<file path="src/logic/trackPkg.sv">
// Shared sizes and record types for the read-request tracker.
// Every tracker module pulls these in by a wildcard import in its header.
// Host and memory traffic travel as the packed structs defined here.

package trackPkg;

    // Number of heap slots, one per outstanding read
    localparam int TRACK_ENTRIES = 16;
    // Slot index width, which is also the tag width on the memory side
    localparam int TAG_BITS = $clog2(TRACK_ENTRIES);
    localparam int ADDR_BITS = 16;
    localparam int COOKIE_BITS = 8;
    localparam int DATA_BITS = 32;

    typedef logic [TAG_BITS-1:0] tagT;

    // Host request, kept unchanged in the heap until its response returns
    typedef struct packed {
        logic [ADDR_BITS-1:0] addr;
        logic [COOKIE_BITS-1:0] cookie;
    } hostReqT;

    // Tagged read sent to memory
    typedef struct packed {
        logic [ADDR_BITS-1:0] addr;
        tagT tag;
    } memReqT;

    // Memory reply, tag names the heap slot of the request
    typedef struct packed {
        tagT tag;
        logic [DATA_BITS-1:0] data;
    } memRspT;

    // Reply to the host with the request fields restored
    typedef struct packed {
        logic [COOKIE_BITS-1:0] cookie;
        logic [ADDR_BITS-1:0] addr;
        logic [DATA_BITS-1:0] data;
    } hostRspT;

endpackage

</file>
<file path="src/logic/trackHeap.sv">
// Round-robin heap holding the host request of every outstanding read.
// Slots are handed out strictly in turn, so the heap reports full as soon
// as the next slot in turn is busy, even when other slots are free.
// Records are written at allocation and read back one cycle after readReq.

module trackHeap
    import trackPkg::*;
(
    input  logic clk,
    input  logic resetb,
    // Allocation side
    input  logic enq,
    input  hostReqT enqData,
    output logic notFull,
    output tagT allocIdx,
    // Lookup side, readRsp follows readReq by one cycle
    input  tagT readReq,
    output hostReqT readRsp,
    // Release of a slot once its response is back
    input  logic free,
    input  tagT freeIdx
);

    // One bit per slot, set while the slot may be allocated
    logic [TRACK_ENTRIES-1:0] notBusy;
    // Slot that the next allocation will take
    tagT nextAlloc;
    // Request records indexed by tag
    hostReqT mem [0:TRACK_ENTRIES-1];

    // Only the slot in turn matters for allocation
    assign notFull = notBusy[nextAlloc];
    assign allocIdx = nextAlloc;

    // Allocation pointer steps once per accepted request
    always_ff @(posedge clk)
    begin
        if (!resetb)
        begin
            nextAlloc <= '0;
        end
        else if (enq)
        begin
            if (nextAlloc == tagT'(TRACK_ENTRIES - 1))
                nextAlloc <= '0;
            else
                nextAlloc <= nextAlloc + 1'b1;
        end
    end

    // Record storage with a registered read port
    always_ff @(posedge clk)
    begin
        readRsp <= mem[readReq];
        if (enq)
        begin
            mem[allocIdx] <= enqData;
        end
    end

    // Free list, a released slot is available from the next cycle on
    always_ff @(posedge clk)
    begin
        if (!resetb)
        begin
            notBusy <= '1;
        end
        else
        begin
            if (enq)
            begin
                notBusy[allocIdx] <= 1'b0;
            end
            if (free)
            begin
                notBusy[freeIdx] <= 1'b1;
            end
        end
    end

    // The issue side must hold off allocation while the slot in turn is busy
    enqWhenFull: assert property (@(posedge clk) disable iff (!resetb)
        enq |-> notFull)
        else $error("trackHeap: enq while full");

    // A memory response may only name a slot that holds a live request
    freeOfIdle: assert property (@(posedge clk) disable iff (!resetb)
        free |-> !notBusy[freeIdx])
        else $error("trackHeap: free of idle slot %0d", freeIdx);

endmodule

</file>
<file path="src/logic/reqIssue.sv">
// Issue stage of the tracker.
// Takes host requests while the heap has the slot in turn free, allocates
// that slot and sends the tagged read to memory one cycle later.

module reqIssue
    import trackPkg::*;
(
    input  logic clk,
    input  logic resetb,
    input  logic hostReqValid,
    input  hostReqT hostReq,
    // Heap allocation status
    input  logic notFull,
    input  tagT allocIdx,
    output logic enq,
    // Host flow control
    output logic reqReady,
    // Registered request to memory
    output logic memReqValid,
    output memReqT memReq
);

    // The host sees heap space directly as its ready level
    assign reqReady = notFull;

    // A request is taken only when the slot in turn is free
    assign enq = hostReqValid && notFull;

    // Valid strobe is control state and clears on reset
    always_ff @(posedge clk)
    begin
        if (!resetb)
        begin
            memReqValid <= 1'b0;
        end
        else
        begin
            memReqValid <= enq;
        end
    end

    // Address and tag are loaded only for an accepted request
    always_ff @(posedge clk)
    begin
        if (enq)
        begin
            memReq.addr <= hostReq.addr;
            memReq.tag <= allocIdx;
        end
    end

    // A host strobe while reqReady is low would be dropped
    hostOverrun: assert property (@(posedge clk) disable iff (!resetb)
        hostReqValid |-> notFull)
        else $error("reqIssue: host request while not ready");

endmodule

</file>
<file path="src/logic/rspMatch.sv">
// Response stage of the tracker.
// A memory response starts the heap lookup and frees its slot in the same
// cycle. The data waits one cycle for the heap record, then the cookie and
// address of the original request are merged into the host response.
// Responses leave in the order memory returned them.

module rspMatch
    import trackPkg::*;
(
    input  logic clk,
    input  logic resetb,
    input  logic memRspValid,
    input  memRspT memRsp,
    // Heap lookup, readRsp arrives the cycle after readReq
    output tagT readReq,
    input  hostReqT readRsp,
    // Slot release
    output logic free,
    output tagT freeIdx,
    // Response to the host
    output logic hostRspValid,
    output hostRspT hostRsp
);

    // Response data held while the heap read completes
    logic [DATA_BITS-1:0] rspData;
    // Set for one cycle after each memory response
    logic rspValid;

    // Lookup and release both use the response tag
    assign readReq = memRsp.tag;
    assign free = memRspValid;
    assign freeIdx = memRsp.tag;

    // Valid bit is control and clears on reset
    always_ff @(posedge clk)
    begin
        if (!resetb)
        begin
            rspValid <= 1'b0;
        end
        else
        begin
            rspValid <= memRspValid;
        end
    end

    // Data is captured only for a live response
    always_ff @(posedge clk)
    begin
        if (memRspValid)
        begin
            rspData <= memRsp.data;
        end
    end

    // Freeing the slot at the response edge is safe here
    // because a reuse cannot write the heap before the read below has been sampled
    assign hostRspValid = rspValid;
    assign hostRsp.cookie = readRsp.cookie;
    assign hostRsp.addr = readRsp.addr;
    assign hostRsp.data = rspData;

    // Back-to-back host responses need back-to-back memory responses
    rspPacing: assert property (@(posedge clk) disable iff (!resetb)
        hostRspValid && $past(hostRspValid) |->
            $past(memRspValid) && $past(memRspValid, 2))
        else $error("rspMatch: host response without matching memory response");

endmodule

</file>
<file path="src/logic/readTracker.sv">
// Top level of the read-request tracker.
// Host requests are tagged with a heap slot and sent to memory, and
// out-of-order memory responses are matched back to their requests.
// This level only wires the issue stage, the heap and the match stage.

module readTracker
    import trackPkg::*;
(
    input  logic clk,
    input  logic resetb,
    input  logic hostReqValid,
    input  hostReqT hostReq,
    output logic reqReady,
    output logic memReqValid,
    output memReqT memReq,
    input  logic memRspValid,
    input  memRspT memRsp,
    output logic hostRspValid,
    output hostRspT hostRsp
);

    // Allocation between the issue stage and the heap
    logic enq;
    logic notFull;
    tagT allocIdx;
    // Lookup and release between the match stage and the heap
    tagT readReq;
    hostReqT readRsp;
    logic free;
    tagT freeIdx;

    reqIssue reqIssue_i (
        .clk(clk),
        .resetb(resetb),
        .hostReqValid(hostReqValid),
        .hostReq(hostReq),
        .notFull(notFull),
        .allocIdx(allocIdx),
        .enq(enq),
        .reqReady(reqReady),
        .memReqValid(memReqValid),
        .memReq(memReq)
    );

    // The host request itself is the stored record
    trackHeap trackHeap_i (
        .clk(clk),
        .resetb(resetb),
        .enq(enq),
        .enqData(hostReq),
        .notFull(notFull),
        .allocIdx(allocIdx),
        .readReq(readReq),
        .readRsp(readRsp),
        .free(free),
        .freeIdx(freeIdx)
    );

    rspMatch rspMatch_i (
        .clk(clk),
        .resetb(resetb),
        .memRspValid(memRspValid),
        .memRsp(memRsp),
        .readReq(readReq),
        .readRsp(readRsp),
        .free(free),
        .freeIdx(freeIdx),
        .hostRspValid(hostRspValid),
        .hostRsp(hostRsp)
    );

endmodule

</file>
<file path="config.mk">
export PLATFORM = sky130hd
export DESIGN_NAME = readTracker
export DESIGN_NICKNAME = d
export VERILOG_FILES = /design/src/logic/trackPkg.sv /design/src/logic/trackHeap.sv /design/src/logic/reqIssue.sv /design/src/logic/rspMatch.sv /design/src/logic/readTracker.sv
export SDC_FILE = /design/constraint.sdc
export NUM_CORES = 1
export LEC_CHECK = 0
export BUFFER_PORTS_ARGS = -buffer_cell sky130_fd_sc_hd__buf_2
export CORE_MARGIN = 2
export CORE_UTILIZATION = 57
export CTS_CLUSTER_DIAMETER = 60
export DETAILED_ROUTE_END_ITERATION = 7
export HOLD_SLACK_MARGIN = 0.08
export PLACE_DENSITY = 0.76
export REMOVE_ABC_BUFFERS = 1
export SETUP_SLACK_MARGIN = 0.4
export SLEW_MARGIN = 0
export SYNTH_ARGS = -nofsm -noshare
export SYNTH_HDL_FRONTEND = slang
export SYNTH_SLANG_ARGS = --single-unit
</file>
<file path="constraint.sdc">
create_clock -name clk -period 7.7 [get_ports clk]
set_clock_uncertainty 0.2 [all_clocks]
set_input_delay 1.155 -clock clk [delete_from_list [all_inputs] [get_ports clk]]
set_output_delay 1.155 -clock clk [all_outputs]
set_load 0.02 [all_outputs]
</file>
==> impl_metrics.csv, run 1 <==
group,metric,value,unit
sta,period_share,49.5,%
synthesis,async_reset_ff_share,0,%
synthesis,synth_common_cells,"edfxtp_1 (436), mux4_2 (120), dfxtp_1 (46), inv_1 (20), and2_1 (17)",
placed_design,post-place-ws,3590,ps
floorplan,start_util,57.9,%
synthesis,synth-seq-cells,482,
cts,ctsLongestPathBuffers,3,
sta,slew_headroom,33.5,%
synthesis,syn_inst,758,
synthesis,ys.flop_type,"edfxtp_1",
sta,tns,0,ps
grt,grt.overflow.total,0,
power_and_ir_drop,power.leakage,6.94,nW
grt,antenna_found_initial,0,
route,via_per_inst,6.11,
route,drtIter0Drc,909,
power_and_ir_drop,p_total,5.47,mW
cts,clkSlewWorstSetupHoldPaths,60,ps
power_and_ir_drop,peakVddDrop,0.000193,V
route,wl_per_cell,26.6,um
cells_and_area,num_antenna_cells,0,
floorplan,row_count,64,
setup_path,cp.required,6340,ps
cells_and_area,finish.utilization,66.8,%
sta,setup_slack,3890,ps
placed_design,hpwlAfterDp,19000,um
setup_path,crit_fanout,15,
sta,maxSlewViolCount,0,
synthesis,yosysSeqAreaShare,79.2,%
synthesis,yosys_warnings,0,
placed_design,placement.io_buffers,142,
grt,grt_first_pass_wirelength,54400,um
cts,cts_inserted_buffers,47,
floorplan,chipHeight,180,um
route,routed_wl,36500,um
setup_path,startpoint,"trackHeap_i.allocIdx[1]$_SDFFE_PN0P_",
sta,final_hold_viol_count,0,
cts,cts_tree,"done",
floorplan,dieArea,32500,sq um
grt,grt_max_degree,67,
synthesis,synth_enable_flop_cells,436,
cells_and_area,fill_cells,1937,
sta,fin_crit,3810,ps
cts,ctsResizeCount,0,
run,maxCapViolations,0,
cells_and_area,final_layout_size_suffix_gt1_share,38.2,%
placed_design,globalplace.congestion,0.793,
sta,fmax,262,MHz
grt,grt_pass1_vias,8628,
synthesis,synth_cell_types,42,
route,ant_nets,0,
sta,tightest_slew,997,ps
cells_and_area,multi_input_area,3460,sq um
worst_hold_path,hold_start,"trackHeap_i.notBusy[3]$_SDFF_PN1_",
synthesis,syn_avg_cell_area,23.4,sq um
cells_and_area,syn_to_final_growth,15.4,%
floorplan,die_w,180,um
cells_and_area,seq_area,14000,sq um
cells_and_area,nets,1004,
synthesis,yosysTopAreaCellShare,74.0,%
sta,rsz0062_at_grt,"false",
route,drt_pass1_iterations,5,
cts,clk_latency,560,ps
setup_path,r2r_start,"trackHeap_i.allocIdx[1]$_SDFFE_PN0P_",
synthesis,synth_top_area_cell,"edfxtp_1",
route,drc,0,
cts,ctsRootBufferMaster,"clkbuf_16",
floorplan,io_pins,143,
worst_hold_path,min_path_type,"flop to flop",
cts,clkSinkCount,482,
power_and_ir_drop,pwr_density_cell,268,nW/um^2
synthesis,synth.most_common_cell,"edfxtp_1",
grt,grt.total_usage,22.7,%
route,via_count,8366,
setup_path,cp-start-kind,"flop",
setup_path,end_kind,"output port",
sta,finalSetupViolations,0,
outcome,status,"finished clean",
cts,ctsHoldBuffers,0,
synthesis,synthTopCellsByArea,"edfxtp_1 (74%), mux4_2 (15%), dfxtp_1 (5.2%)",
cts,cts_setup_buffers,0,
setup_path,arrival,2450,ps
synthesis,syn_area,17700,sq um
cts,htreeDepth,2,
setup_path,critPathKind,"flop to output port",
floorplan,core-area,30600,sq um
worst paths after layout:
| path | to | slack, ps | depth (start not counted) |
|---|---|---|---|
| min | trackHeap_i.notBusy[3]$_SDFF_PN1_ | 280 | 2 |
| max reg2reg | trackHeap_i.mem[6][15]$_DFFE_PP_ | 4020 | 5 |
| min reg2reg | trackHeap_i.notBusy[3]$_SDFF_PN1_ | 280 | 2 |
| max | reqReady | 3890 | 4 |
cells by family after synthesis:
kind of cell	share of synthesized area (%)
simple gates	1.74
mux	15.8
compound gates	1.74
flops	79.2
buf+inv	1.27
fa+ha+maj	0.283
power breakdown:
part / internal [mW] / switching [mW] / total [mW] / leakage (nW)
Combinational: 0.125 / 0.195 / 0.320 / 1.84
Sequential: 2.92 / 0.0242 / 2.95 / 4.35
Clock: 1.25 / 0.959 / 2.20 / 0.743
Total: 4.29 / 1.18 / 5.47 / 6.94
worst max-delay path, cell delays in order, from the launching register on:
cell and delay, ps:
dfxtp_1 780, mux2_2 440, o22ai_1 320, o32ai_1 170, buf_2 180
cell type report:
cell class	instances	area share (%)
Sequential cell	482	68.6
Multi-Input combinational cell	223	17.0
Clock buffer	53	6.12
Timing Repair Buffer	162	4.26
Tap cell	396	2.43
Clock inverter	34	1.25
Inverter	20	0.368
registers in the layout, summed over array words and instances, names as in the netlist:
name,count
reqIssue_i.memReq,20
reqIssue_i.memReqValid,1
rspMatch_i.hostRspValid,1
rspMatch_i.rspData,32
trackHeap_i.allocIdx,4
trackHeap_i.mem,384
trackHeap_i.notBusy,16
trackHeap_i.readRsp,24
through the flow:
step	hold WS (ps)	std cells	cell area, sq um
6_report	279	1370	20400
5_1_grt	302	1370	20400
4_1_cts	285	1370	20400
3_5_place_dp	271	1283	18900
3_3_place_gp	267	1283	18900
2_1_floorplan	251	725	17600
layer usage:
layer | GRT usage (%) | up-vias | share of wire, %
met1 | 32.8 | 4371 | 41
met2 | 37.1 | 389 | 51
met3 | 4.22 | 63 | 7.3
li1 | - | 3543 | -
met5 | 0 | - | 0
met4 | 5.10 | 0 | 1.6
placed cells by master, fill, tap and decap left out, types with 3 or more instances in the layout:
master      Yosys  routed
nand3_1         4       4
ha_1            4       4
o221ai_1       16      16
mux4_2        120     120
nand2b_1        4       4
dfxtp_1        46      46
buf_2          12     140
clkinvlp_4      0       4
mux2_2          5       5
nand2_1         6       6
o21ai_0         6       6
a21oi_1         6       6
clkinv_2        0      14
edfxtp_1      436     436
mux2i_1         4       4
clkinv_1        0      10
buf_4           1      21
clkbuf_8        0       3
and2_1         17      17
inv_1          20      20
nor3_1          3       3
clkbuf_16       0      48
Power figures use the tool's default switching activity.
==> run 2, diff against run 1 <==
Settings changed: ABC_AREA set to 1.
Clock period 7.7 ns to 3.8 ns, I/O delays scaled along.
==> impl_metrics.csv, run 2 <==
group,metric,value,unit
outcome,status,"finished clean",
cts,htreeDepth,2,
floorplan,start_util,58.0,%
cells_and_area,syn_to_final_growth,17.5,%
grt,grt.overflow.total,0,
cts,ctsHoldBuffers,32,
synthesis,synth-seq-cells,482,
synthesis,syn_area,17800,sq um
cts,ctsResizeCount,0,
synthesis,synth_common_cells,"edfxtp_1 (436), nand2_1 (262), nand3_1 (207), a22oi_1 (96), dfxtp_1 (46)",
power_and_ir_drop,p_total,11.7,mW
cts,ctsRootBufferMaster,"clkbuf_16",
cts,cts_tree,"done",
route,drtIter0Drc,1275,
route,via_count,11146,
floorplan,dieArea,32600,sq um
cells_and_area,num_antenna_cells,0,
floorplan,die_w,181,um
placed_design,globalplace.congestion,0.836,
sta,finalSetupViolations,0,
route,routed_wl,41700,um
grt,antenna_found_initial,0,
sta,maxSlewViolCount,0,
grt,grt_first_pass_wirelength,63300,um
synthesis,yosys_warnings,0,
setup_path,crit_fanout,15,
placed_design,hpwlAfterDp,22500,um
floorplan,row_count,64,
synthesis,synth_top_area_cell,"edfxtp_1",
cts,clkSinkCount,482,
route,ant_nets,0,
synthesis,synthTopCellsByArea,"edfxtp_1 (74%), nand3_1 (5.8%), nand2_1 (5.5%)",
grt,grt_max_degree,88,
setup_path,cpPeakStageDelay,510,ps
setup_path,path_cells,"inv_1, nor2_1, nand2_1, nand2_2, nor2_1, nor2_4, nand2_1, nor2_4, buf_12",
cts,cts_setup_buffers,0,
grt,grt_pass1_vias,10988,
cells_and_area,largest_register_ffs,384,
route,wl_per_cell,22.3,um
synthesis,yosysTopAreaCellShare,73.6,%
worst_hold_path,min_path_type,"primary input to flop",
cells_and_area,final_common_cell,"edfxtp_1",
synthesis,synth_enable_flop_cells,436,
sta,tightest_slew,973,ps
route,drc,0,
synthesis,synth.most_common_cell,"edfxtp_1",
sta,slew_headroom,35.0,%
floorplan,chipHeight,181,um
power_and_ir_drop,peakVddDrop,0.000335,V
sta,fmax,357,MHz
setup_path,critPathKind,"flop to flop",
setup_path,end_kind,"flop",
grt,grt_use_met3,4.02,%
grt,grt_busiest_layer,"met2",
synthesis,ys.flop_type,"edfxtp_1",
sta,final_hold_viol_count,0,
synthesis,async_reset_ff_share,0,%
cells_and_area,final_cell_mix,"edfxtp_1 (436), nand2_1 (262), nand3_1 (207)",
setup_path,arrival,2860,ps
synthesis,yosysSeqAreaShare,78.8,%
cts,ctsLongestPathBuffers,3,
route,drt_pass1_iterations,6,
sta,rsz0062_at_grt,"false",
sta,fin_crit,2800,ps
grt,met1_usage,34.7,%
placed_design,placement.io_buffers,142,
grt,use_met2,42.2,%
cts,clkSlewWorstSetupHoldPaths,60,ps
synthesis,syn_inst,1257,
sta,tns,0,ps
synthesis,syn_avg_cell_area,14.2,sq um
grt,grt.total_usage,25.4,%
route,via_per_inst,5.95,
synthesis,synth_cell_types,26,
power_and_ir_drop,pwr_density_cell,558,nW/um^2
setup_path,cp-start-kind,"flop",
setup_path,cp.required,3860,ps
cells_and_area,largest_registers,"trackHeap_i.mem x384, rspMatch_i.rspData x32, trackHeap_i.readRsp x24",
cells_and_area,top_register,"trackHeap_i.mem",
cts,cts_inserted_buffers,47,
run,maxCapViolations,0,
cells_and_area,final_layout_size_suffix_gt1_share,18.3,%
setup_path,critPathSlowestCell,"dfxtp_1",
cells_and_area,nets,1507,
floorplan,core-area,30700,sq um
power_and_ir_drop,power.leakage,7.46,nW
cts,clk_latency,560,ps
floorplan,io_pins,143,
sta,period_share,73.8,%
-- run 2: layout make-up --
type	count	area, sq um
clock buffers	68	1330
clock inverters	20	130
flip-flops and latches	482	14000
fillers	2066	9750
repair buffers	199	1320
inverters	40	150
multi-input cells	669	3480
well taps	396	495
-- run 2: logic make-up after synthesis --
group                      count (synthesis)  synth area share, %
adders and majority gates                  4                0.281
buffers and inverters                    106                 2.55
and+or+nand+nor                          532                 13.2
DFF                                      482                 78.8
xor gates and xnor gates                   1               0.0492
AOI/OAI and AO/OA                        132                 5.19
-- run 2: power by group --
group	internal, mW	switching [mW]
combinational	0.331	0.829
clock	2.44	1.94
sequential	6.06	0.0748
-- run 2: routing by layer --
layer / wire (um) / share of wire [%] / vias up
met5: 0 / 0 / -
met3: 3650 / 8.8 / 80
met4: 931 / 2.2 / 0
li1: - / - / 5024
met2: 21100 / 51 / 601
met1: 16000 / 38 / 5441
-- run 2: through the flow --
stage | hold WS, ps | setup WS, ps | utilization [%] | cells | area [sq um]
2_1_floorplan | 227 | 143 | - | 1191 | 17500
3_3_place_gp | 246 | 1070 | 62.4 | 1754 | 19100
3_5_place_dp | 253 | 1040 | 62.4 | 1754 | 19100
4_1_cts | 103 | 1010 | 68.2 | 1874 | 20900
5_1_grt | 124 | 844 | 68.2 | 1874 | 20900
6_report | 130 | 995 | 68.2 | 1874 | 20900
-- run 2: critical path, delay by kind of cell, from the launching register on --
kind | cells | cell delay [ps]
buffers and inverters | 2 | 310
DFF | 1 | 510
and+or+nand+nor | 7 | 1470
-- run 2: final timing paths --
kind,from,endpoint,slack [ps],cells past startpoint
worst max-delay path,trackHeap_i.allocIdx[2]$_SDFFE_PN0P_,trackHeap_i.mem[2][1]$_DFFE_PP_,1000,9
worst min-delay path,resetb,rspMatch_i.hostRspValid$_SDFF_PN0_,130,3
worst max register to register,trackHeap_i.allocIdx[2]$_SDFFE_PN0P_,trackHeap_i.mem[2][1]$_DFFE_PP_,1000,9
worst min register to register,trackHeap_i.notBusy[5]$_SDFF_PN1_,trackHeap_i.notBusy[5]$_SDFF_PN1_,260,2
